--- config.mk ---
export PLATFORM = sky130hd
export DESIGN_NAME = sfu_unit
export DESIGN_NICKNAME = d
export VERILOG_FILES = /design/src/logic/sfu_csr_pkg.sv /design/src/logic/sfu_op_pkg.sv /design/src/logic/sfu_unit.sv /design/src/logic/sfu_csr_file.sv /design/src/logic/sfu_warp_ctl.sv /design/src/logic/sfu_pe_switch.sv
export VERILOG_INCLUDE_DIRS = /design/src /design/src/logic
export SDC_FILE = /design/constraint.sdc
export NUM_CORES = 1
export LEC_CHECK = 0
export BUFFER_PORTS_ARGS = -buffer_cell sky130_fd_sc_hd__buf_2
export CAP_MARGIN = 20
export CORE_ASPECT_RATIO = 1.75
export CORE_MARGIN = 1.5
export CORE_UTILIZATION = 50
export DETAILED_ROUTE_END_ITERATION = 10
export PLACE_DENSITY = 0.74
export SYNTH_ARGS = -nofsm -noshare
export SYNTH_HDL_FRONTEND = slang
export SYNTH_SLANG_ARGS = --single-unit
--- constraint.sdc ---
create_clock -name clk -period 5.4 [get_ports clk]
set_input_delay 0 -clock clk [delete_from_list [all_inputs] [get_ports clk]]
set_output_delay 0 -clock clk [all_outputs]
set_load 0.05 [all_outputs]
--- src/logic/sfu_cfg.svh ---
/*
 * Configuration macros of the special-function unit
 * Warp count, lane count, core id, data width and instruction tag width
 */

`ifndef SFU_CFG_SVH
`define SFU_CFG_SVH

`define SFU_NUM_WARPS 8
`define SFU_NUM_LANES 4
`define SFU_CORE_ID   3
`define SFU_XLEN      32
`define SFU_UUID_W    8

`endif
--- src/logic/sfu_csr_pkg.sv ---
/*
 * CSR-side types of the special-function unit
 * CSR address type and the addresses the CSR element decodes
 */

package sfu_csr_pkg;

    typedef logic [11:0] csr_addr_t;

    // Read and write
    localparam csr_addr_t CSR_SCRATCH   = 12'h340;

    // Read only, writes to these are dropped
    localparam csr_addr_t CSR_INSTRET   = 12'hB02;
    localparam csr_addr_t CSR_WARP_ID   = 12'hCC1;
    localparam csr_addr_t CSR_CORE_ID   = 12'hCC2;
    localparam csr_addr_t CSR_TMASK     = 12'hCC4;
    localparam csr_addr_t CSR_NUM_WARPS = 12'hFC1;

endpackage

--- src/logic/sfu_op_pkg.sv ---
/*
 * Instruction-side types of the special-function unit
 * Warp index, lane and warp masks, tag and data words, the operation enum
 * and the operation class decode
 */

`include "sfu_cfg.svh"

package sfu_op_pkg;

    typedef logic [$clog2(`SFU_NUM_WARPS)-1:0] wid_t;
    typedef logic [`SFU_NUM_LANES-1:0]         tmask_t;
    typedef logic [`SFU_NUM_WARPS-1:0]         wmask_t;
    typedef logic [`SFU_UUID_W-1:0]            uuid_t;
    typedef logic [`SFU_XLEN-1:0]              xdata_t;

    typedef enum logic [2:0] {
        TMC    = 3'd0,
        WSPAWN = 3'd1,
        BAR    = 3'd2,
        CSRRW  = 3'd3,
        CSRRS  = 3'd4,
        CSRRC  = 3'd5
    } sfu_op_t;

    // CSR accesses go to the CSR element, all other operations to warp control
    function automatic logic is_csr_op(sfu_op_t op);
        return (op == CSRRW) || (op == CSRRS) || (op == CSRRC);
    endfunction

endpackage

--- src/logic/sfu_unit.sv ---
/*
 * Special-function unit top level
 * Connects the request switch, the warp-control element and the CSR element
 */

`timescale 1ns/1ps

module sfu_unit (
    input  logic                    clk,
    input  logic                    arst_n,

    input  logic                    req_valid,
    input  sfu_op_pkg::uuid_t       req_uuid,
    input  sfu_op_pkg::wid_t        req_wid,
    input  sfu_op_pkg::tmask_t      req_tmask,
    input  sfu_op_pkg::sfu_op_t     req_op,
    input  sfu_csr_pkg::csr_addr_t  req_csr_addr,
    input  sfu_op_pkg::xdata_t      req_rs1,
    input  sfu_op_pkg::xdata_t      req_rs2,
    output logic                    req_ready,

    input  logic                    retire,
    input  logic                    commit_ready,
    output logic                    commit_valid,
    output sfu_op_pkg::uuid_t       commit_uuid,
    output sfu_op_pkg::wid_t        commit_wid,
    output sfu_op_pkg::tmask_t      commit_tmask,
    output logic                    commit_wb,
    output sfu_op_pkg::xdata_t      commit_data,

    output logic                    tmc_valid,
    output sfu_op_pkg::wid_t        tmc_wid,
    output sfu_op_pkg::tmask_t      tmc_mask,
    output logic                    spawn_valid,
    output sfu_op_pkg::wmask_t      spawn_mask,
    output sfu_op_pkg::xdata_t      spawn_pc,
    output logic                    bar_release_valid,
    output sfu_op_pkg::wmask_t      bar_release_mask
);

    // Execute fields shared by both elements
    sfu_op_pkg::uuid_t       exec_uuid;
    sfu_op_pkg::wid_t        exec_wid;
    sfu_op_pkg::tmask_t      exec_tmask;
    sfu_op_pkg::sfu_op_t     exec_op;
    sfu_csr_pkg::csr_addr_t  exec_csr_addr;
    sfu_op_pkg::xdata_t      exec_rs1;
    sfu_op_pkg::xdata_t      exec_rs2;

    logic                    wctl_valid;
    logic                    wctl_ready;
    logic                    wctl_res_valid;
    sfu_op_pkg::uuid_t       wctl_res_uuid;
    sfu_op_pkg::wid_t        wctl_res_wid;
    sfu_op_pkg::tmask_t      wctl_res_tmask;
    logic                    wctl_res_wb;
    sfu_op_pkg::xdata_t      wctl_res_data;
    logic                    wctl_res_ready;

    logic                    csr_valid;
    logic                    csr_ready;
    logic                    csr_res_valid;
    sfu_op_pkg::uuid_t       csr_res_uuid;
    sfu_op_pkg::wid_t        csr_res_wid;
    sfu_op_pkg::tmask_t      csr_res_tmask;
    logic                    csr_res_wb;
    sfu_op_pkg::xdata_t      csr_res_data;
    logic                    csr_res_ready;

    sfu_pe_switch pe_switch (
        .clk            (clk),
        .arst_n         (arst_n),
        .req_valid      (req_valid),
        .req_uuid       (req_uuid),
        .req_wid        (req_wid),
        .req_tmask      (req_tmask),
        .req_op         (req_op),
        .req_csr_addr   (req_csr_addr),
        .req_rs1        (req_rs1),
        .req_rs2        (req_rs2),
        .req_ready      (req_ready),
        .commit_valid   (commit_valid),
        .commit_uuid    (commit_uuid),
        .commit_wid     (commit_wid),
        .commit_tmask   (commit_tmask),
        .commit_wb      (commit_wb),
        .commit_data    (commit_data),
        .commit_ready   (commit_ready),
        .exec_uuid      (exec_uuid),
        .exec_wid       (exec_wid),
        .exec_tmask     (exec_tmask),
        .exec_op        (exec_op),
        .exec_csr_addr  (exec_csr_addr),
        .exec_rs1       (exec_rs1),
        .exec_rs2       (exec_rs2),
        .wctl_valid     (wctl_valid),
        .wctl_ready     (wctl_ready),
        .csr_valid      (csr_valid),
        .csr_ready      (csr_ready),
        .wctl_res_valid (wctl_res_valid),
        .wctl_res_uuid  (wctl_res_uuid),
        .wctl_res_wid   (wctl_res_wid),
        .wctl_res_tmask (wctl_res_tmask),
        .wctl_res_wb    (wctl_res_wb),
        .wctl_res_data  (wctl_res_data),
        .wctl_res_ready (wctl_res_ready),
        .csr_res_valid  (csr_res_valid),
        .csr_res_uuid   (csr_res_uuid),
        .csr_res_wid    (csr_res_wid),
        .csr_res_tmask  (csr_res_tmask),
        .csr_res_wb     (csr_res_wb),
        .csr_res_data   (csr_res_data),
        .csr_res_ready  (csr_res_ready)
    );

    sfu_warp_ctl warp_ctl (
        .clk               (clk),
        .arst_n            (arst_n),
        .exec_valid        (wctl_valid),
        .exec_uuid         (exec_uuid),
        .exec_wid          (exec_wid),
        .exec_tmask        (exec_tmask),
        .exec_op           (exec_op),
        .exec_rs1          (exec_rs1),
        .exec_rs2          (exec_rs2),
        .exec_ready        (wctl_ready),
        .res_valid         (wctl_res_valid),
        .res_uuid          (wctl_res_uuid),
        .res_wid           (wctl_res_wid),
        .res_tmask         (wctl_res_tmask),
        .res_wb            (wctl_res_wb),
        .res_data          (wctl_res_data),
        .res_ready         (wctl_res_ready),
        .tmc_valid         (tmc_valid),
        .tmc_wid           (tmc_wid),
        .tmc_mask          (tmc_mask),
        .spawn_valid       (spawn_valid),
        .spawn_mask        (spawn_mask),
        .spawn_pc          (spawn_pc),
        .bar_release_valid (bar_release_valid),
        .bar_release_mask  (bar_release_mask)
    );

    sfu_csr_file csr_file (
        .clk           (clk),
        .arst_n        (arst_n),
        .exec_valid    (csr_valid),
        .exec_uuid     (exec_uuid),
        .exec_wid      (exec_wid),
        .exec_tmask    (exec_tmask),
        .exec_op       (exec_op),
        .exec_csr_addr (exec_csr_addr),
        .exec_rs1      (exec_rs1),
        .retire        (retire),
        .exec_ready    (csr_ready),
        .res_valid     (csr_res_valid),
        .res_uuid      (csr_res_uuid),
        .res_wid       (csr_res_wid),
        .res_tmask     (csr_res_tmask),
        .res_wb        (csr_res_wb),
        .res_data      (csr_res_data),
        .res_ready     (csr_res_ready)
    );

endmodule

--- src/logic/sfu_csr_file.sv ---
/*
 * CSR element
 * Scratch register, retired-instruction counter and the read-only
 * identification CSRs, with read-write, set and clear accesses
 */

`timescale 1ns/1ps

`include "sfu_cfg.svh"

module sfu_csr_file (
    input  logic                    clk,
    input  logic                    arst_n,

    input  logic                    exec_valid,
    input  sfu_op_pkg::uuid_t       exec_uuid,
    input  sfu_op_pkg::wid_t        exec_wid,
    input  sfu_op_pkg::tmask_t      exec_tmask,
    input  sfu_op_pkg::sfu_op_t     exec_op,
    input  sfu_csr_pkg::csr_addr_t  exec_csr_addr,
    input  sfu_op_pkg::xdata_t      exec_rs1,
    input  logic                    retire,
    output logic                    exec_ready,

    output logic                    res_valid,
    output sfu_op_pkg::uuid_t       res_uuid,
    output sfu_op_pkg::wid_t        res_wid,
    output sfu_op_pkg::tmask_t      res_tmask,
    output logic                    res_wb,
    output sfu_op_pkg::xdata_t      res_data,
    input  logic                    res_ready
);

    logic                fire;
    logic                scratch_wr;
    sfu_op_pkg::xdata_t  rd_data;
    sfu_op_pkg::xdata_t  wr_data;
    sfu_op_pkg::xdata_t  scratch;
    sfu_op_pkg::xdata_t  instret;

    assign exec_ready = !res_valid || res_ready;
    assign fire       = exec_valid && exec_ready;

    // Every CSR access returns the old value to the register file
    assign res_wb = 1'b1;

    always_comb begin
        case (exec_csr_addr)
            sfu_csr_pkg::CSR_SCRATCH:   rd_data = scratch;
            sfu_csr_pkg::CSR_WARP_ID:   rd_data = sfu_op_pkg::xdata_t'(exec_wid);
            sfu_csr_pkg::CSR_CORE_ID:   rd_data = sfu_op_pkg::xdata_t'(`SFU_CORE_ID);
            sfu_csr_pkg::CSR_TMASK:     rd_data = sfu_op_pkg::xdata_t'(exec_tmask);
            sfu_csr_pkg::CSR_NUM_WARPS: rd_data = sfu_op_pkg::xdata_t'(`SFU_NUM_WARPS);
            sfu_csr_pkg::CSR_INSTRET:   rd_data = instret;
            default:                    rd_data = '0;
        endcase
    end

    always_comb begin
        case (exec_op)
            sfu_op_pkg::CSRRW: wr_data = exec_rs1;
            sfu_op_pkg::CSRRS: wr_data = scratch | exec_rs1;
            sfu_op_pkg::CSRRC: wr_data = scratch & ~exec_rs1;
            default:           wr_data = scratch;
        endcase
    end

    // Only the scratch register is writable
    assign scratch_wr = fire && (exec_csr_addr == sfu_csr_pkg::CSR_SCRATCH);

    always_ff @(posedge clk or negedge arst_n) begin
        if (!arst_n) begin
            res_valid <= 1'b0;
            scratch   <= '0;
            instret   <= '0;
        end else begin
            if (fire) begin
                res_valid <= 1'b1;
            end else if (res_ready) begin
                res_valid <= 1'b0;
            end
            if (scratch_wr) begin
                scratch <= wr_data;
            end
            if (retire) begin
                instret <= instret + 1'b1;
            end
        end
    end

    always_ff @(posedge clk) begin
        if (fire) begin
            res_uuid  <= exec_uuid;
            res_wid   <= exec_wid;
            res_tmask <= exec_tmask;
            res_data  <= rd_data;
        end
    end

endmodule

--- src/logic/sfu_warp_ctl.sv ---
/*
 * Warp-control element
 * Thread-mask change, warp spawn and two-barrier synchronization with
 * one-cycle side-effect strobes and a one-entry result register
 */

`timescale 1ns/1ps

module sfu_warp_ctl (
    input  logic                 clk,
    input  logic                 arst_n,

    input  logic                 exec_valid,
    input  sfu_op_pkg::uuid_t    exec_uuid,
    input  sfu_op_pkg::wid_t     exec_wid,
    input  sfu_op_pkg::tmask_t   exec_tmask,
    input  sfu_op_pkg::sfu_op_t  exec_op,
    input  sfu_op_pkg::xdata_t   exec_rs1,
    input  sfu_op_pkg::xdata_t   exec_rs2,
    output logic                 exec_ready,

    output logic                 res_valid,
    output sfu_op_pkg::uuid_t    res_uuid,
    output sfu_op_pkg::wid_t     res_wid,
    output sfu_op_pkg::tmask_t   res_tmask,
    output logic                 res_wb,
    output sfu_op_pkg::xdata_t   res_data,
    input  logic                 res_ready,

    output logic                 tmc_valid,
    output sfu_op_pkg::wid_t     tmc_wid,
    output sfu_op_pkg::tmask_t   tmc_mask,
    output logic                 spawn_valid,
    output sfu_op_pkg::wmask_t   spawn_mask,
    output sfu_op_pkg::xdata_t   spawn_pc,
    output logic                 bar_release_valid,
    output sfu_op_pkg::wmask_t   bar_release_mask
);

    localparam int NUM_BARS = 2;
    localparam int CNT_W    = $clog2($bits(sfu_op_pkg::wmask_t) + 1);

    logic                fire;
    logic                bar_fire;
    logic                bar_id;
    logic                bar_done;
    sfu_op_pkg::wmask_t  bar_arrived;
    logic [CNT_W-1:0]    bar_next_cnt;

    // Arrived warps and arrival count per barrier
    sfu_op_pkg::wmask_t  bar_mask [NUM_BARS];
    logic [CNT_W-1:0]    bar_cnt  [NUM_BARS];

    assign exec_ready = !res_valid || res_ready;
    assign fire       = exec_valid && exec_ready;
    assign bar_fire   = fire && (exec_op == sfu_op_pkg::BAR);

    assign bar_id       = exec_rs1[0];
    assign bar_arrived  = bar_mask[bar_id] | (sfu_op_pkg::wmask_t'(1) << exec_wid);
    assign bar_next_cnt = bar_cnt[bar_id] + 1'b1;
    // Release on the arrival that reaches the requested warp count
    assign bar_done     = sfu_op_pkg::xdata_t'(bar_next_cnt) >= exec_rs2;

    // Warp-control operations never write back a register
    assign res_wb   = 1'b0;
    assign res_data = '0;

    always_ff @(posedge clk or negedge arst_n) begin
        if (!arst_n) begin
            res_valid         <= 1'b0;
            tmc_valid         <= 1'b0;
            spawn_valid       <= 1'b0;
            bar_release_valid <= 1'b0;
            bar_mask          <= '{default: '0};
            bar_cnt           <= '{default: '0};
        end else begin
            if (fire) begin
                res_valid <= 1'b1;
            end else if (res_ready) begin
                res_valid <= 1'b0;
            end
            tmc_valid         <= fire && (exec_op == sfu_op_pkg::TMC);
            spawn_valid       <= fire && (exec_op == sfu_op_pkg::WSPAWN);
            bar_release_valid <= bar_fire && bar_done;
            if (bar_fire) begin
                if (bar_done) begin
                    bar_mask[bar_id] <= '0;
                    bar_cnt[bar_id]  <= '0;
                end else begin
                    bar_mask[bar_id] <= bar_arrived;
                    bar_cnt[bar_id]  <= bar_next_cnt;
                end
            end
        end
    end

    always_ff @(posedge clk) begin
        if (fire) begin
            res_uuid         <= exec_uuid;
            res_wid          <= exec_wid;
            res_tmask        <= exec_tmask;
            tmc_wid          <= exec_wid;
            tmc_mask         <= sfu_op_pkg::tmask_t'(exec_rs1);
            spawn_mask       <= sfu_op_pkg::wmask_t'(exec_rs1);
            spawn_pc         <= exec_rs2;
            bar_release_mask <= bar_arrived;
        end
    end

endmodule

--- src/logic/sfu_pe_switch.sv ---
/*
 * Request steering and result arbitration between the two elements
 * Decodes the operation class, forwards the request in the same cycle and
 * merges the element results round-robin into a one-entry commit register
 */

`timescale 1ns/1ps

module sfu_pe_switch (
    input  logic                    clk,
    input  logic                    arst_n,

    input  logic                    req_valid,
    input  sfu_op_pkg::uuid_t       req_uuid,
    input  sfu_op_pkg::wid_t        req_wid,
    input  sfu_op_pkg::tmask_t      req_tmask,
    input  sfu_op_pkg::sfu_op_t     req_op,
    input  sfu_csr_pkg::csr_addr_t  req_csr_addr,
    input  sfu_op_pkg::xdata_t      req_rs1,
    input  sfu_op_pkg::xdata_t      req_rs2,
    output logic                    req_ready,

    output logic                    commit_valid,
    output sfu_op_pkg::uuid_t       commit_uuid,
    output sfu_op_pkg::wid_t        commit_wid,
    output sfu_op_pkg::tmask_t      commit_tmask,
    output logic                    commit_wb,
    output sfu_op_pkg::xdata_t      commit_data,
    input  logic                    commit_ready,

    output sfu_op_pkg::uuid_t       exec_uuid,
    output sfu_op_pkg::wid_t        exec_wid,
    output sfu_op_pkg::tmask_t      exec_tmask,
    output sfu_op_pkg::sfu_op_t     exec_op,
    output sfu_csr_pkg::csr_addr_t  exec_csr_addr,
    output sfu_op_pkg::xdata_t      exec_rs1,
    output sfu_op_pkg::xdata_t      exec_rs2,
    output logic                    wctl_valid,
    input  logic                    wctl_ready,
    output logic                    csr_valid,
    input  logic                    csr_ready,

    input  logic                    wctl_res_valid,
    input  sfu_op_pkg::uuid_t       wctl_res_uuid,
    input  sfu_op_pkg::wid_t        wctl_res_wid,
    input  sfu_op_pkg::tmask_t      wctl_res_tmask,
    input  logic                    wctl_res_wb,
    input  sfu_op_pkg::xdata_t      wctl_res_data,
    output logic                    wctl_res_ready,

    input  logic                    csr_res_valid,
    input  sfu_op_pkg::uuid_t       csr_res_uuid,
    input  sfu_op_pkg::wid_t        csr_res_wid,
    input  sfu_op_pkg::tmask_t      csr_res_tmask,
    input  logic                    csr_res_wb,
    input  sfu_op_pkg::xdata_t      csr_res_data,
    output logic                    csr_res_ready
);

    logic sel_csr;
    logic commit_free;
    logic res_any;
    logic grant_csr;
    // Set when the CSR element won the last grant
    logic last_csr;

    assign sel_csr    = sfu_op_pkg::is_csr_op(req_op);
    assign wctl_valid = req_valid && !sel_csr;
    assign csr_valid  = req_valid && sel_csr;
    assign req_ready  = sel_csr ? csr_ready : wctl_ready;

    assign exec_uuid     = req_uuid;
    assign exec_wid      = req_wid;
    assign exec_tmask    = req_tmask;
    assign exec_op       = req_op;
    assign exec_csr_addr = req_csr_addr;
    assign exec_rs1      = req_rs1;
    assign exec_rs2      = req_rs2;

    // The commit register takes a new entry when empty or when it drains this cycle
    assign commit_free = !commit_valid || commit_ready;
    assign res_any     = wctl_res_valid || csr_res_valid;

    always_comb begin
        if (wctl_res_valid && csr_res_valid) begin
            grant_csr = !last_csr;
        end else begin
            grant_csr = csr_res_valid;
        end
    end

    assign wctl_res_ready = commit_free && !grant_csr;
    assign csr_res_ready  = commit_free && grant_csr;

    always_ff @(posedge clk or negedge arst_n) begin
        if (!arst_n) begin
            commit_valid <= 1'b0;
            last_csr     <= 1'b1;
        end else if (commit_free) begin
            commit_valid <= res_any;
            if (res_any) begin
                last_csr <= grant_csr;
            end
        end
    end

    always_ff @(posedge clk) begin
        if (commit_free && res_any) begin
            if (grant_csr) begin
                commit_uuid  <= csr_res_uuid;
                commit_wid   <= csr_res_wid;
                commit_tmask <= csr_res_tmask;
                commit_wb    <= csr_res_wb;
                commit_data  <= csr_res_data;
            end else begin
                commit_uuid  <= wctl_res_uuid;
                commit_wid   <= wctl_res_wid;
                commit_tmask <= wctl_res_tmask;
                commit_wb    <= wctl_res_wb;
                commit_data  <= wctl_res_data;
            end
        end
    end

endmodule

* Yosys cells after proc, flatten, opt, wreduce, memory -nomap -nowiden *
Cells that the tools add are included.

storage, ports and cells
  flip-flop bits (word level) = 257
  input bits = 99
  word-level logic and storage cells = 113

cells by class
  $add $sub $neg = 2
  $lt $le $gt $ge = 3
  equal/unequal tests = 11
  shift-type cells = 1
  mux-type cells = 26
  bitwise logic cells = 9
  reduce and logical (&&, ||, !) cells = 32

operator list
  operator                                                                 count
  32-bit case mux with 6 select lines                                      1
  32-bit case mux with 3 select lines                                      1
  12-bit equality test, second input constant                              5
  8-bit 2-to-1 mux                                                         6
  32-bit by 1-bit adder with 32-bit output, second input constant          1
  32-bit AND                                                               1
  4-bit by 32-bit >= comparator with 1-bit output                          1
  32-bit inverter                                                          1
  32-bit bitwise OR                                                        1
  4-bit 2-to-1 mux                                                         5
  16-bit AND                                                               1
  16-bit bitwise mux                                                       1
  16-bit 2-to-1 mux                                                        1
  16-bit inverter                                                          1
  1-bit logical AND                                                        14
  12-bit by 10-bit equality test with 1-bit output, second input constant  1
  8-bit AND                                                                1
  8-bit bitwise mux                                                        1
  8-bit demux with 1-bit select                                            1
  8-bit inverter                                                           1
  8-bit bitwise OR                                                         1
  1-bit by 3-bit << shifter with 8-bit output, first input constant        1
  1-bit 2-to-1 mux                                                         7
  3-bit by 2-bit equality test with 1-bit output, second input constant    2
  14 further kinds                                                         27

* Depth between registers and ports, before layout *
Gate-level depths: netlist (run 1).

  word-level depth = 8
  gate-level depth with buffers = 12

* Modules after synthesis *
A second synthesis (run 1) with hierarchy kept.

second synthesis, totals
  cell total of the unflattened synthesis = 938
  area total of the unflattened synthesis = 11737.5 µm²

modules (own cells, without submodules)
  module         instances  cells an instance  area an instance (µm²)  sequential area each (µm²)
  sfu_csr_file   1          448                5071.1                  3037.9
  sfu_warp_ctl   1          278                3767.4                  2592.5
  sfu_pe_switch  1          212                2899.0                  1492.7

* Least setup slack after synthesis (run 1) *
No wires, ideal clock.

  kind = reg2reg
  from = register pe_switch.commit_valid
  to = register warp_ctl.bar_release_mask[0] (enable)
  library setup time = 0.484 ns
  arrival time = 3.823 ns
  slack = 1.093 ns
  cell stages (with the launch flop) = 5
  path buffers = 0
  clock period less this slack = 4.307 ns
  cell sequence = dfrtp_1 nor2b_1 o21ai_1 nand2_1 nor2_1

on the way
  word-level cells in the longest chain between the ends = 5

RTL lines
  what                    line                  RTL
  from (decl)             sfu_pe_switch.sv:23   output logic commit_valid,
  from (signal assigned)  sfu_pe_switch.sv:100  commit_valid <= res_any;
  1-bit logical NOT       sfu_pe_switch.sv:81   assign commit_free = !commit_valid || commit_ready;
  1-bit logical OR        sfu_pe_switch.sv:81
  1-bit logical AND       sfu_pe_switch.sv:92   assign wctl_res_ready = commit_free && !grant_csr;
  1-bit logical OR        sfu_warp_ctl.sv:54    assign exec_ready = !res_valid || res_ready;
  1-bit logical AND       sfu_warp_ctl.sv:55    assign fire = exec_valid && exec_ready;
  via warp_ctl.fire       sfu_warp_ctl.sv:43    logic fire;
  to (signal assigned)    sfu_warp_ctl.sv:106   bar_release_mask <= bar_arrived;
  to (decl)               sfu_warp_ctl.sv:37    output sfu_op_pkg::wmask_t bar_release_mask

The timed path passes the listed nets, and every way through them passes these cells.
A chain may end at the register's enable or synchronous reset.

* Worst setup path after layout (run 1) *
  from = input port req_rs1[0]
  to = register warp_ctl.bar_cnt[0] in the netlist's numbering

on the way
  word-level cells in the longest chain between the ends = 8

RTL lines
  what                                                                                                     line                                                        RTL
  from (decl)                                                                                              sfu_unit.sv:18                                              input sfu_op_pkg::xdata_t req_rs1,
  1-bit inverter with 2-bit output (not written as such) *                                                 sfu_warp_ctl.sv:60, sfu_warp_ctl.sv:88, sfu_warp_ctl.sv:91
  parallel branches: the longest is 6 deep, another holds 4-bit by 32-bit >= comparator with 1-bit output  -
  8-bit 2-to-1 mux *                                                                                       sfu_warp_ctl.sv:86                                          if (bar_done) begin
  to (signal, indexed assignment)                                                                          sfu_warp_ctl.sv:91                                          bar_cnt[bar_id] <= bar_next_cnt;
  to (decl)                                                                                                sfu_warp_ctl.sv:52                                          logic [CNT_W-1:0] bar_cnt [NUM_BARS];

Every way passes the cells marked *. The select of a mux whose other input is x is not followed.

==> flow_metrics.py, run 1 <==
metrics = {
    "clock_network": {
        "cts_buffer_depth": 3,
        "clk_pin_slew_ns": 0.06,
        "clk_latency_ns": 0.50,
        "cts.sinks": 253,
        "cts_root_buf": "clkbuf_16",
        "cts_made_buffers": 22,
        "cts_setup_buffers": 0,
        "cts_resized": 0,
        "cts_tree": "built",
        "h-tree-depth": 1,
    },
    "synth": {
        "synth_compound_gate_area_share": 0.118,
        "synth.ff_latch_count": 253,
        "synthFlopType": "edfxtp_1",
        "seq_area_frac_synth": 0.687,
        "async_flop_share": 0.375,
        "syn_area_um2": 10400,
        "synth_xor_xnor_area_share": 0.0287,
        "synthAdderAreaFrac": 0.00724,
        "synthMuxAreaShare": 0.0251,
        "yosysWarnings": 0,
        "synthCells": 739,
        "syn_nets": 844,
        "synth_top_family_by_area": "compound AO/OA/AOI/OAI gates",
        "syn_area_per_cell_um2": 14.0,
        "synth_edf_count": 158,
        "yosysUniqueCellTypes": 55,
        "synthSimpleGateAreaFrac": 0.105,
    },
    "cells_and_area": {
        "fin_cells": 1291,
        "fin_nets": 1132,
        "area_delta_synth_final_pct": 27.5,
        "diodes": 0,
        "multi_input_area_um2": 2970,
        "drive_gt1_frac": 0.277,
        "postLayoutCellArea_um2": 13200,
        "seqCellArea_um2": 7120,
        "fill_cells": 1475,
    },
    "worst_setup_path": {
        "worstReg2RegEnd": "warp_ctl.bar_cnt[0]$_DFFE_PN0P_",
        "worstSetupPathType": "primary input to flip-flop",
        "reg2regPathDepth": 10,
        "endpoint": "warp_ctl.bar_cnt[0]$_DFFE_PN0P_",
        "slowest_stage": "o21a_1",
        "ff2ff_setup_slack_ns": 2.60,
        "cp-start-kind": "primary input",
        "crit_arrival_ns": 3.30,
        "crit_path_end_kind": "flip-flop",
        "worstSetupStartpoint": "req_rs1[0]",
        "cp_max_fo": 25,
        "crit_chain": "dlygate4sd3_1, buf_2, mux2i_1, inv_1, ha_1, xor2_1, inv_1, ha_1, o21ai_0, a21oi_1, o21a_1, o21ai_0",
        "r2r_start": "warp_ctl.bar_cnt[0]$_DFFE_PN0P_",
        "slowest_delay_ns": 0.72,
        "cp.required_ns": 5.72,
    },
    "sta": {
        "maxSlewHeadroom": 0.378,
        "tns_ns": 0,
        "hold_viol": 0,
        "fmax_mhz": 336,
        "rsz0062_at_grt": "false",
        "skew_ns": 0.0152,
        "setup_viol": 0,
        "tightest_slew_ns": 0.930,
        "drv_slew": 0,
        "finalCriticalPeriod_ns": 2.98,
        "post-route-period-util": 0.551,
    },
    "route": {
        "vias_per_cell": 5.58,
        "post_drt_wl_per_cell_um": 18.9,
        "vias": 7200,
        "drc": 0,
        "drtAntennaViolNets": 0,
        "wl_um": 24400,
        "drtPass1Iterations": 5,
        "drtIter0Drc": 471,
    },
    "global_route": {
        "grt_overflow_total": 0,
        "grt_pass1_vias": 7291,
        "antenna_found_initial": 0,
        "grt_pass1_wl_um": 39000,
        "grt_usage": 0.227,
        "grt_max_degree": 64,
    },
    "placed_design": {
        "placed_cell_area_um2": 11600,
        "place_congestion": 0.843,
        "dp_hpwl_um": 15200,
        "io_buffers": 206,
        "placed_cells": 1159,
    },
    "min_path": {
        "min_path_type": "primary input to flip-flop",
        "min_path_cells": 4,
    },
    "floorplanning": {
        "core_um2": 20300,
        "io_pins": 207,
        "die_x_um": 112,
        "start_util": 0.511,
        "die_h_um": 194,
        "die-area_um2": 21600,
        "num_rows": 69,
    },
    "power": {
        "vdd.ir_drop.worst_uv": 295,
        "leakage_nw": 5.52,
        "power.density_nw_per_um2": 396,
    },
    "status": {
        "outcome": "finished, final reports clean",
    },
    "job": {
        "maxCapViolations": 0,
    },
}
==> kinds of logic after synthesis <==
| kind of cell | after synthesis |
|---|---|
| xor+xnor | 34 |
| flops | 253 |
| buf+inv | 64 |
| fa+ha+maj | 6 |
| compound gates | 166 |
| mux | 24 |
| simple gates | 192 |
==> Yosys cell counts, types with 9 or more instances <==
library cell  count  area share
a21oi_2           9      0.0076
xor2_1           11      0.0093
clkbuf_1         16      0.0058
nor4_1            9      0.0054
and2_1           37       0.022
dfrtp_1          94        0.23
nand2_1          38       0.014
o31ai_1          14       0.010
a22o_1           49       0.041
nor2_1           31       0.011
a21oi_1          38       0.018
o211ai_1         21       0.015
mux2_2           16       0.017
inv_1            23      0.0083
nand3_1          15      0.0072
edfxtp_1        158        0.46
nor2b_1          13      0.0078
buf_2            13      0.0063
xnor2_1          23       0.019
==> cell type report <==
cell class	count	area share
tap	248	0.0235
sequential	253	0.539
clock inverter	10	0.00615
clock buffer	30	0.0463
multi-input combinational	422	0.225
inverter	23	0.00653
timing repair buffer	305	0.154
==> metrics by stage <==
stage                util  hold slack (ns)  setup WS, ns  total power [mW]
finish              0.652           0.0742          2.42              5.24
global route        0.652            0.130          2.09              5.46
CTS                 0.650           0.0650          2.45              5.26
detailed placement  0.571          -0.0172          2.49              3.70
global placement    0.571          -0.0225          2.61              3.66
floorplan               -           -0.296          1.09              3.37
==> power breakdown <==
group | total, mW | internal [mW] | leakage (nW) | switching, mW
Combinational | 1.24 | 0.337 | 2.39 | 0.903
Clock | 1.51 | 0.846 | 0.333 | 0.668
Sequential | 2.48 | 2.37 | 2.79 | 0.113
Total | 5.24 | 3.56 | 5.52 | 1.68
==> registers in the layout, indices dropped and copies added (netlist names), 3 cells and up <==
name                       flops
csr_file.res_data             32
csr_file.scratch              32
csr_file.res_uuid              8
pe_switch.commit_data         32
warp_ctl.res_uuid              8
pe_switch.commit_tmask         4
warp_ctl.bar_release_mask      8
pe_switch.commit_uuid          8
warp_ctl.res_tmask             4
pe_switch.commit_wid           3
csr_file.res_tmask             4
csr_file.res_wid               3
warp_ctl.spawn_pc             32
warp_ctl.bar_cnt               8
warp_ctl.spawn_mask            8
csr_file.instret              32
warp_ctl.res_wid               3
warp_ctl.bar_mask             16
==> worst min path at each step <==
stage                         start                                 end  slack, ns
floorplan                    arst_n     csr_file.instret[0]$_DFFE_PN0P_      -0.30
global placement             arst_n    csr_file.scratch[19]$_DFFE_PN0P_      -0.02
detailed placement           arst_n    csr_file.scratch[19]$_DFFE_PN0P_      -0.02
CTS                 req_csr_addr[0]  csr_file.res_data[1]$_SDFFCE_PN0P_       0.07
global route        req_csr_addr[0]  csr_file.res_data[0]$_SDFFCE_PN0P_       0.13
finish              req_csr_addr[0]  csr_file.res_data[1]$_SDFFCE_PN0P_       0.07
==> cell usage in the layout, fill, tap and decap left out, types with 3 or more instances in the layout <==
master and instances:
clkinvlp_4 3, dlygate4sd3_1 90, xnor2_1 23, a221oi_1 4, inv_1 23, nor4_1 9
nand2b_1 6, and2_1 37, edfxtp_1 158, nor4b_1 3, o21a_1 5, clkinv_2 5
mux2i_1 8, and4_1 4, buf_2 205, nor2b_1 12, a31oi_1 8, nand4_1 7
nand3_1 15, nand2_1 38, clkbuf_1 6, ha_1 6, a21oi_2 9, nor2_1 29
mux2_2 16, dfrtp_1 94, a22o_1 49, a21oi_1 38, o211ai_1 21, and3_1 4
o21ai_0 7, xor2_1 11, o31ai_1 14, buf_4 8, clkbuf_16 23, nor3_1 8
==> timing repair <==
| item | CTS | global route |
|---|---|---|
| endpoints found under the hold margin | 146 | 0 |
| setup endpoints to repair | 0 | 0 |
| hold buffers | 91 | 0 |
==> worst max-delay path: cells and delay by family <==
kind,cells,cell delay [ns]
adder cells (fa/ha/maj),2,0.46
multiplexers,1,0.29
AO/OA/AOI/OAI,4,1.19
XOR/XNOR,1,0.23
buffers and inverters,4,1.12
==> metal layers <==
layer  up-vias  wire (µm)  global-route usage
li1       3344          -                   -
met1      3547       9570               0.282
met2       264      12900               0.404
met3        45       1270              0.0279
met4         0        731              0.0806
met5         -          0                   0
Power figures use the tool's default switching activity.
==> inputs of run 2 (changes only) <==
--- a/config.mk
+++ b/config.mk
@@ -6,13 +6,14 @@
 export SDC_FILE = /design/constraint.sdc
 export NUM_CORES = 1
 export LEC_CHECK = 0
+export ABC_AREA = 1
 export BUFFER_PORTS_ARGS = -buffer_cell sky130_fd_sc_hd__buf_2
 export CAP_MARGIN = 20
 export CORE_ASPECT_RATIO = 1.75
 export CORE_MARGIN = 1.5
 export CORE_UTILIZATION = 50
 export DETAILED_ROUTE_END_ITERATION = 10
-export PLACE_DENSITY = 0.74
+export PLACE_DENSITY = 0.76
 export SYNTH_ARGS = -nofsm -noshare
 export SYNTH_HDL_FRONTEND = slang
 export SYNTH_SLANG_ARGS = --single-unit
==> constraint.sdc (replaced) <==
create_clock -name clk -period 2.6 [get_ports clk]
set_input_delay 0 -clock clk [delete_from_list [all_inputs] [get_ports clk]]
set_output_delay 0 -clock clk [all_outputs]
set_load 0.05 [all_outputs]
==> flow_metrics.py, run 2 <==
metrics = {
    "worst_setup_path": {
        "cp.required_ns": 3.03,
        "worstSetupPathType": "flip-flop to flip-flop",
        "ff2ff_setup_slack_ns": 0.29,
        "r2r_start": "warp_ctl.bar_cnt[6]$_DFFE_PN0P_",
        "crit_arrival_ns": 2.74,
        "cp-start-kind": "flip-flop",
        "reg2regPathDepth": 14,
        "cp_max_fo": 17,
        "crit_path_end_kind": "flip-flop",
        "worstReg2RegEnd": "warp_ctl.bar_mask[14]$_DFFE_PN0P_",
    },
    "floorplanning": {
        "start_util": 0.508,
        "die_x_um": 118,
        "io_pins": 207,
        "die-area_um2": 24000,
        "core_um2": 22700,
        "num_rows": 73,
        "die_h_um": 204,
    },
    "status": {
        "outcome": "finished, final reports clean",
    },
    "cells_and_area": {
        "fin_util": 0.644,
        "multi_input_area_um2": 3510,
        "drive_gt1_frac": 0.196,
        "final_common_cell": "nand2_1",
        "area_delta_synth_final_pct": 26.7,
        "fill_cells": 1830,
        "fin_nets": 1588,
        "layout_common_cells": "nand2_1, buf_2, inv_1",
        "seqCellArea_um2": 7120,
        "postLayoutCellArea_um2": 14600,
    },
    "synth": {
        "syn_nets": 1286,
        "syn_area_per_cell_um2": 9.74,
        "synth.cells.most_frequent": "nand2_1, inv_1, edfxtp_1",
        "synth_area_leaders": "edfxtp_1, dfrtp_1, nand2_1",
        "synth_edf_count": 158,
        "seq_area_frac_synth": 0.619,
        "yosysTopAreaCell": "edfxtp_1",
        "yosysUniqueCellTypes": 34,
        "synthFlopType": "edfxtp_1",
        "synthCells": 1181,
        "syn_area_um2": 11500,
        "async_flop_share": 0.375,
        "synth.ff_latch_count": 253,
        "yosysTopAreaCellShare": 0.412,
        "yosysWarnings": 0,
        "yosysMostFrequentCell": "nand2_1",
    },
    "sta": {
        "setup_viol": 0,
        "post-route-period-util": 0.888,
        "finalWorstSetupSlack_ns": 0.292,
        "hold_viol": 0,
        "skew_ns": 0.0141,
        "drv_slew": 0,
        "maxSlewHeadroom": 0.368,
        "finalCriticalPeriod_ns": 2.31,
        "tightest_slew_ns": 0.948,
        "tns_ns": 0,
        "fmax_mhz": 433,
        "rsz0062_at_grt": "false",
    },
    "route": {
        "drtAntennaViolNets": 0,
        "vias": 9531,
        "post_drt_wl_per_cell_um": 16.7,
        "vias_per_cell": 5.28,
        "drc": 0,
        "drtPass1Iterations": 5,
        "wl_um": 30200,
        "drtIter0Drc": 580,
    },
    "clock_network": {
        "cts_tree": "built",
        "cts_setup_buffers": 0,
        "clk_latency_ns": 0.52,
        "cts_made_buffers": 23,
        "clk_pin_slew_ns": 0.06,
        "h-tree-depth": 1,
        "cts_root_buf": "clkbuf_16",
        "cts.sinks": 253,
        "cts_buffer_depth": 3,
    },
    "global_route": {
        "grt_pass1_vias": 9419,
        "grt_max_degree": 58,
        "grt_usage": 0.251,
        "grt_pass1_wl_um": 47700,
        "antenna_found_initial": 4,
        "grt_overflow_total": 0,
    },
    "job": {
        "maxCapViolations": 0,
    },
    "placed_design": {
        "pre_cts_slack_ns": 0.189,
        "placed_cell_area_um2": 12900,
        "io_buffers": 206,
        "dp_hpwl_um": 20400,
        "place_congestion": 0.892,
    },
    "power": {
        "leakage_nw": 6.59,
        "power.density_nw_per_um2": 879,
        "finalPower_mw": 12.8,
        "vdd.ir_drop.worst_uv": 453,
    },
    "min_path": {
        "min_path_type": "primary input to flip-flop",
        "min_path_cells": 5,
        "worstHoldStart": "req_csr_addr[9]",
        "min_to": "csr_file.res_data[3]$_SDFFCE_PN0P_",
    },
}
-- run 2: report_power, final --
| group | internal [mW] | total, mW | switching, mW |
|---|---|---|---|
| clock | 1.81 | 3.29 | 1.48 |
| sequential | 5.22 | 5.54 | 0.327 |
| combinational | 0.920 | 3.98 | 3.06 |
| total | 7.95 | 12.8 | 4.86 |
-- run 2: how the worst max path moves through the flow --
stage | from | endpoint | slack (ns) | depth (start not counted)
2_1_floorplan | pe_switch.commit_valid$_DFFE_PN0P_ | csr_file.scratch[12]$_DFFE_PN0P_ | 0.09 | 12
3_3_place_gp | warp_ctl.bar_cnt[5]$_DFFE_PN0P_ | warp_ctl.bar_cnt[1]$_DFFE_PN0P_ | 0.29 | 14
3_5_place_dp | warp_ctl.bar_cnt[5]$_DFFE_PN0P_ | warp_ctl.bar_mask[6]$_DFFE_PN0P_ | 0.19 | 14
4_1_cts | warp_ctl.bar_cnt[5]$_DFFE_PN0P_ | warp_ctl.bar_mask[6]$_DFFE_PN0P_ | 0.15 | 14
5_1_grt | warp_ctl.bar_cnt[0]$_DFFE_PN0P_ | warp_ctl.bar_mask[14]$_DFFE_PN0P_ | 0.04 | 15
6_report | warp_ctl.bar_cnt[6]$_DFFE_PN0P_ | warp_ctl.bar_mask[14]$_DFFE_PN0P_ | 0.29 | 14
-- run 2: layout make-up --
| class | instances | share of cell area |
|---|---|---|
| antenna | 4 | 0.000686 |
| clock buffer | 31 | 0.0429 |
| clock inverter | 11 | 0.00712 |
| inverter | 183 | 0.0474 |
| multi-input combinational | 702 | 0.241 |
| sequential | 253 | 0.489 |
| tap | 300 | 0.0257 |
| timing repair buffer | 320 | 0.147 |
-- run 2: per-layer routing --
metal / vias to the layer above / global-route usage / wire length [µm]
met3: 72 / 0.0291 / 1450
met4: 0 / 0.104 / 1180
li1: 4544 / - / -
met2: 362 / 0.489 / 16800
met5: - / 0 / 0
met1: 4553 / 0.273 / 10800
-- run 2: worst max-delay path, cell delays in order (launching register included) --
cell and delay [ns]:
dfrtp_1 0.34, inv_1 0.06, o21ai_1 0.29, nand3_1 0.12
nand2_1 0.07, nand2_1 0.10, ha_1 0.31, a21oi_1 0.16
nand2_1 0.09, nand2_1 0.17, buf_6 0.20, nand2_1 0.08
nand2_2 0.12, nand2_1 0.06, o21ai_1 0.07
-- run 2: metrics by stage --
stage | cells | hold WS [ns]
after floorplan | 1181 | -0.296
after global placement | 1668 | 0.0475
after detailed placement | 1668 | 0.0484
after CTS | 1800 | 0.00542
after global routing | 1804 | 0.0477
final | 1804 | 0.0168
-- run 2: kinds of logic (layout without fill, tap and decap cells) --
group | after synthesis | after routing | synth area share
fa+ha+maj | 6 | 6 | 0.00652
other cells | 0 | 4 | 0
compound gates | 155 | 155 | 0.0785
simple gates | 517 | 517 | 0.198
buf+inv | 226 | 545 | 0.0797
flops | 253 | 253 | 0.619
xor+xnor | 24 | 24 | 0.0183
-- run 2: repair_timing --
| item | CTS | global route |
|---|---|---|
| endpoints found under the setup margin | 0 | 15 |
| hold buffers | 90 | 0 |
| resized for setup | 0 | 6 |
| endpoints found under the hold margin | 199 | 0 |
==> inputs of run 3 (changes only) <==
==> constraint.sdc (replaced) <==
create_clock -name clk -period 2.6 [get_ports clk]
set_input_delay 0.78 -clock clk [delete_from_list [all_inputs] [get_ports clk]]
set_output_delay 0.78 -clock clk [all_outputs]
set_load 0.05 [all_outputs]
==> flow_metrics.py, run 3 (synthesis results as in run 2) <==
metrics = {
    "clock_network": {
        "cts_hold_buf": 0,
        "cts_buffer_depth": 3,
        "clk_latency_ns": 0.52,
        "h-tree-depth": 1,
        "cts_made_buffers": 23,
        "clk_pin_slew_ns": 0.07,
        "cts_root_buf": "clkbuf_16",
        "cts.sinks": 253,
        "cts_tree": "built",
    },
    "route": {
        "vias_per_cell": 5.25,
        "wl_um": 28900,
        "drtAntennaViolNets": 0,
        "drtPass1Iterations": 5,
        "drc": 0,
        "drtIter0Drc": 615,
        "post_drt_wl_per_cell_um": 16.7,
        "vias": 9060,
    },
    "worst_setup_path": {
        "worstSetupPathType": "flip-flop to output pin",
        "reg2regPathDepth": 13,
        "ff2ff_setup_slack_ns": 0.25,
        "cp-start-kind": "flip-flop",
        "cp_max_fo": 4,
        "worstReg2RegEnd": "warp_ctl.bar_cnt[2]$_DFFE_PN0P_",
        "r2r_start": "warp_ctl.bar_cnt[6]$_DFFE_PN0P_",
        "crit_path_end_kind": "output pin",
        "cp.required_ns": 1.82,
        "crit_arrival_ns": 1.71,
    },
    "floorplanning": {
        "die-area_um2": 24000,
        "die_x_um": 118,
        "start_util": 0.508,
        "die_h_um": 204,
        "num_rows": 73,
        "io_pins": 207,
        "core_um2": 22700,
    },
    "power": {
        "vdd.ir_drop.worst_uv": 480,
        "leakage_nw": 6.33,
        "power.density_nw_per_um2": 941,
        "finalPower_mw": 13.1,
    },
    "placed_design": {
        "place_congestion": 0.875,
        "placed_cell_area_um2": 13100,
        "pre_cts_slack_ns": -0.302,
        "io_buffers": 206,
        "dp_hpwl_um": 20700,
    },
    "cells_and_area": {
        "fin_util": 0.613,
        "area_delta_synth_final_pct": 20.6,
        "drive_gt1_frac": 0.218,
        "seqCellArea_um2": 7120,
        "postLayoutCellArea_um2": 13900,
        "final_common_cell": "nand2_1",
        "fill_cells": 1896,
        "layout_common_cells": "nand2_1, buf_2, inv_1",
        "fin_nets": 1513,
        "multi_input_area_um2": 3500,
    },
    "sta": {
        "hold_ws_ns": 0.151,
        "hold_viol": 0,
        "tightest_slew_ns": 0.522,
        "post-route-period-util": 0.957,
        "drv_slew": 0,
        "rsz0062_at_grt": "false",
        "maxSlewHeadroom": 0.650,
        "finalWorstSetupSlack_ns": 0.113,
        "skew_ns": 0.00841,
        "setup_viol": 0,
        "finalCriticalPeriod_ns": 2.49,
        "fmax_mhz": 402,
    },
    "job": {
        "maxCapViolations": 0,
    },
    "global_route": {
        "grt_usage": 0.240,
        "antenna_found_initial": 3,
        "grt_pass1_vias": 8811,
        "grt_pass1_wl_um": 45200,
        "grt_max_degree": 64,
        "grt_overflow_total": 0,
    },
    "min_path": {
        "min_path_type": "primary input to asynchronous set/reset pin",
    },
    "status": {
        "outcome": "finished, final reports clean",
    },
}
==> run 3: changes by cell type in the layout (fill, tap and decap cells not counted), sizes merged <==
cell	change
clkbuf	-7
clkinvlp	+3
diode	-1
inv	-1
bufinv	+3
dlygate4sd3	-90
buf	+15
clkinv	+1
==> run 3: worst max-delay path by stage <==
stage | start | endpoint | slack (ns)
finish | pe_switch.last_csr$_DFFE_PN1P_ | req_ready | 0.11
detailed placement | req_rs1[0] | warp_ctl.bar_cnt[2]$_DFFE_PN0P_ | -0.30
floorplan | commit_ready | warp_ctl.bar_release_mask[0]$_DFFE_PP_ | 0.006
CTS | pe_switch.last_csr$_DFFE_PN1P_ | req_ready | 0.03
global placement | req_rs1[0] | warp_ctl.bar_mask[1]$_DFFE_PN0P_ | -0.18
global route | req_rs1[0] | warp_ctl.bar_mask[3]$_DFFE_PN0P_ | 0.005
==> run 3: worst max-delay path, stage by stage (launching register included) <==
cell and delay (ns):
dfstp_2 0.53, nand2_1 0.06, nand2_2 0.10, nand2_1 0.08
nand2_2 0.08, nand3_1 0.07, nand2_1 0.09, buf_6 0.17
==> run 3: cell type report <==
| type | instances | area share |
|---|---|---|
| clock buffers | 24 | 0.0425 |
| repair buffers | 245 | 0.0996 |
| well taps | 300 | 0.0270 |
| diodes | 3 | 0.000541 |
| inverters | 183 | 0.0498 |
| multi-input cells | 702 | 0.252 |
| flip-flops and latches | 253 | 0.513 |
| clock inverters | 17 | 0.0149 |
==> run 3: where the power goes <==
group / switching [mW] / total (mW) / internal, mW
Combinational: 3.04 / 3.94 / 0.897
Clock: 1.54 / 3.61 / 2.06
Sequential: 0.312 / 5.52 / 5.21
==> run 3: routing by layer <==
layer | up-vias | track usage | routed length [µm]
li1 | 4389 | - | -
met1 | 4309 | 0.261 | 10400
met2 | 299 | 0.464 | 16100
met3 | 63 | 0.0266 | 1260
met4 | 0 | 0.103 | 1050
met5 | - | 0 | 0
==> run 3: metrics by stage <==
step                std cells  setup TNS, ns
finish                   1727              0
global route             1727              0
CTS                      1723              0
detailed placement       1682          -4.65
global placement         1682          -2.45
floorplan                1181              0
==> run 3: what timing repair did <==
action / 4_1_cts / 5_1_grt
pin swaps: 0 / 1
setup endpoints to repair: 1 / 1
resized for setup: 1 / 2
buffers inserted: 0 / 1
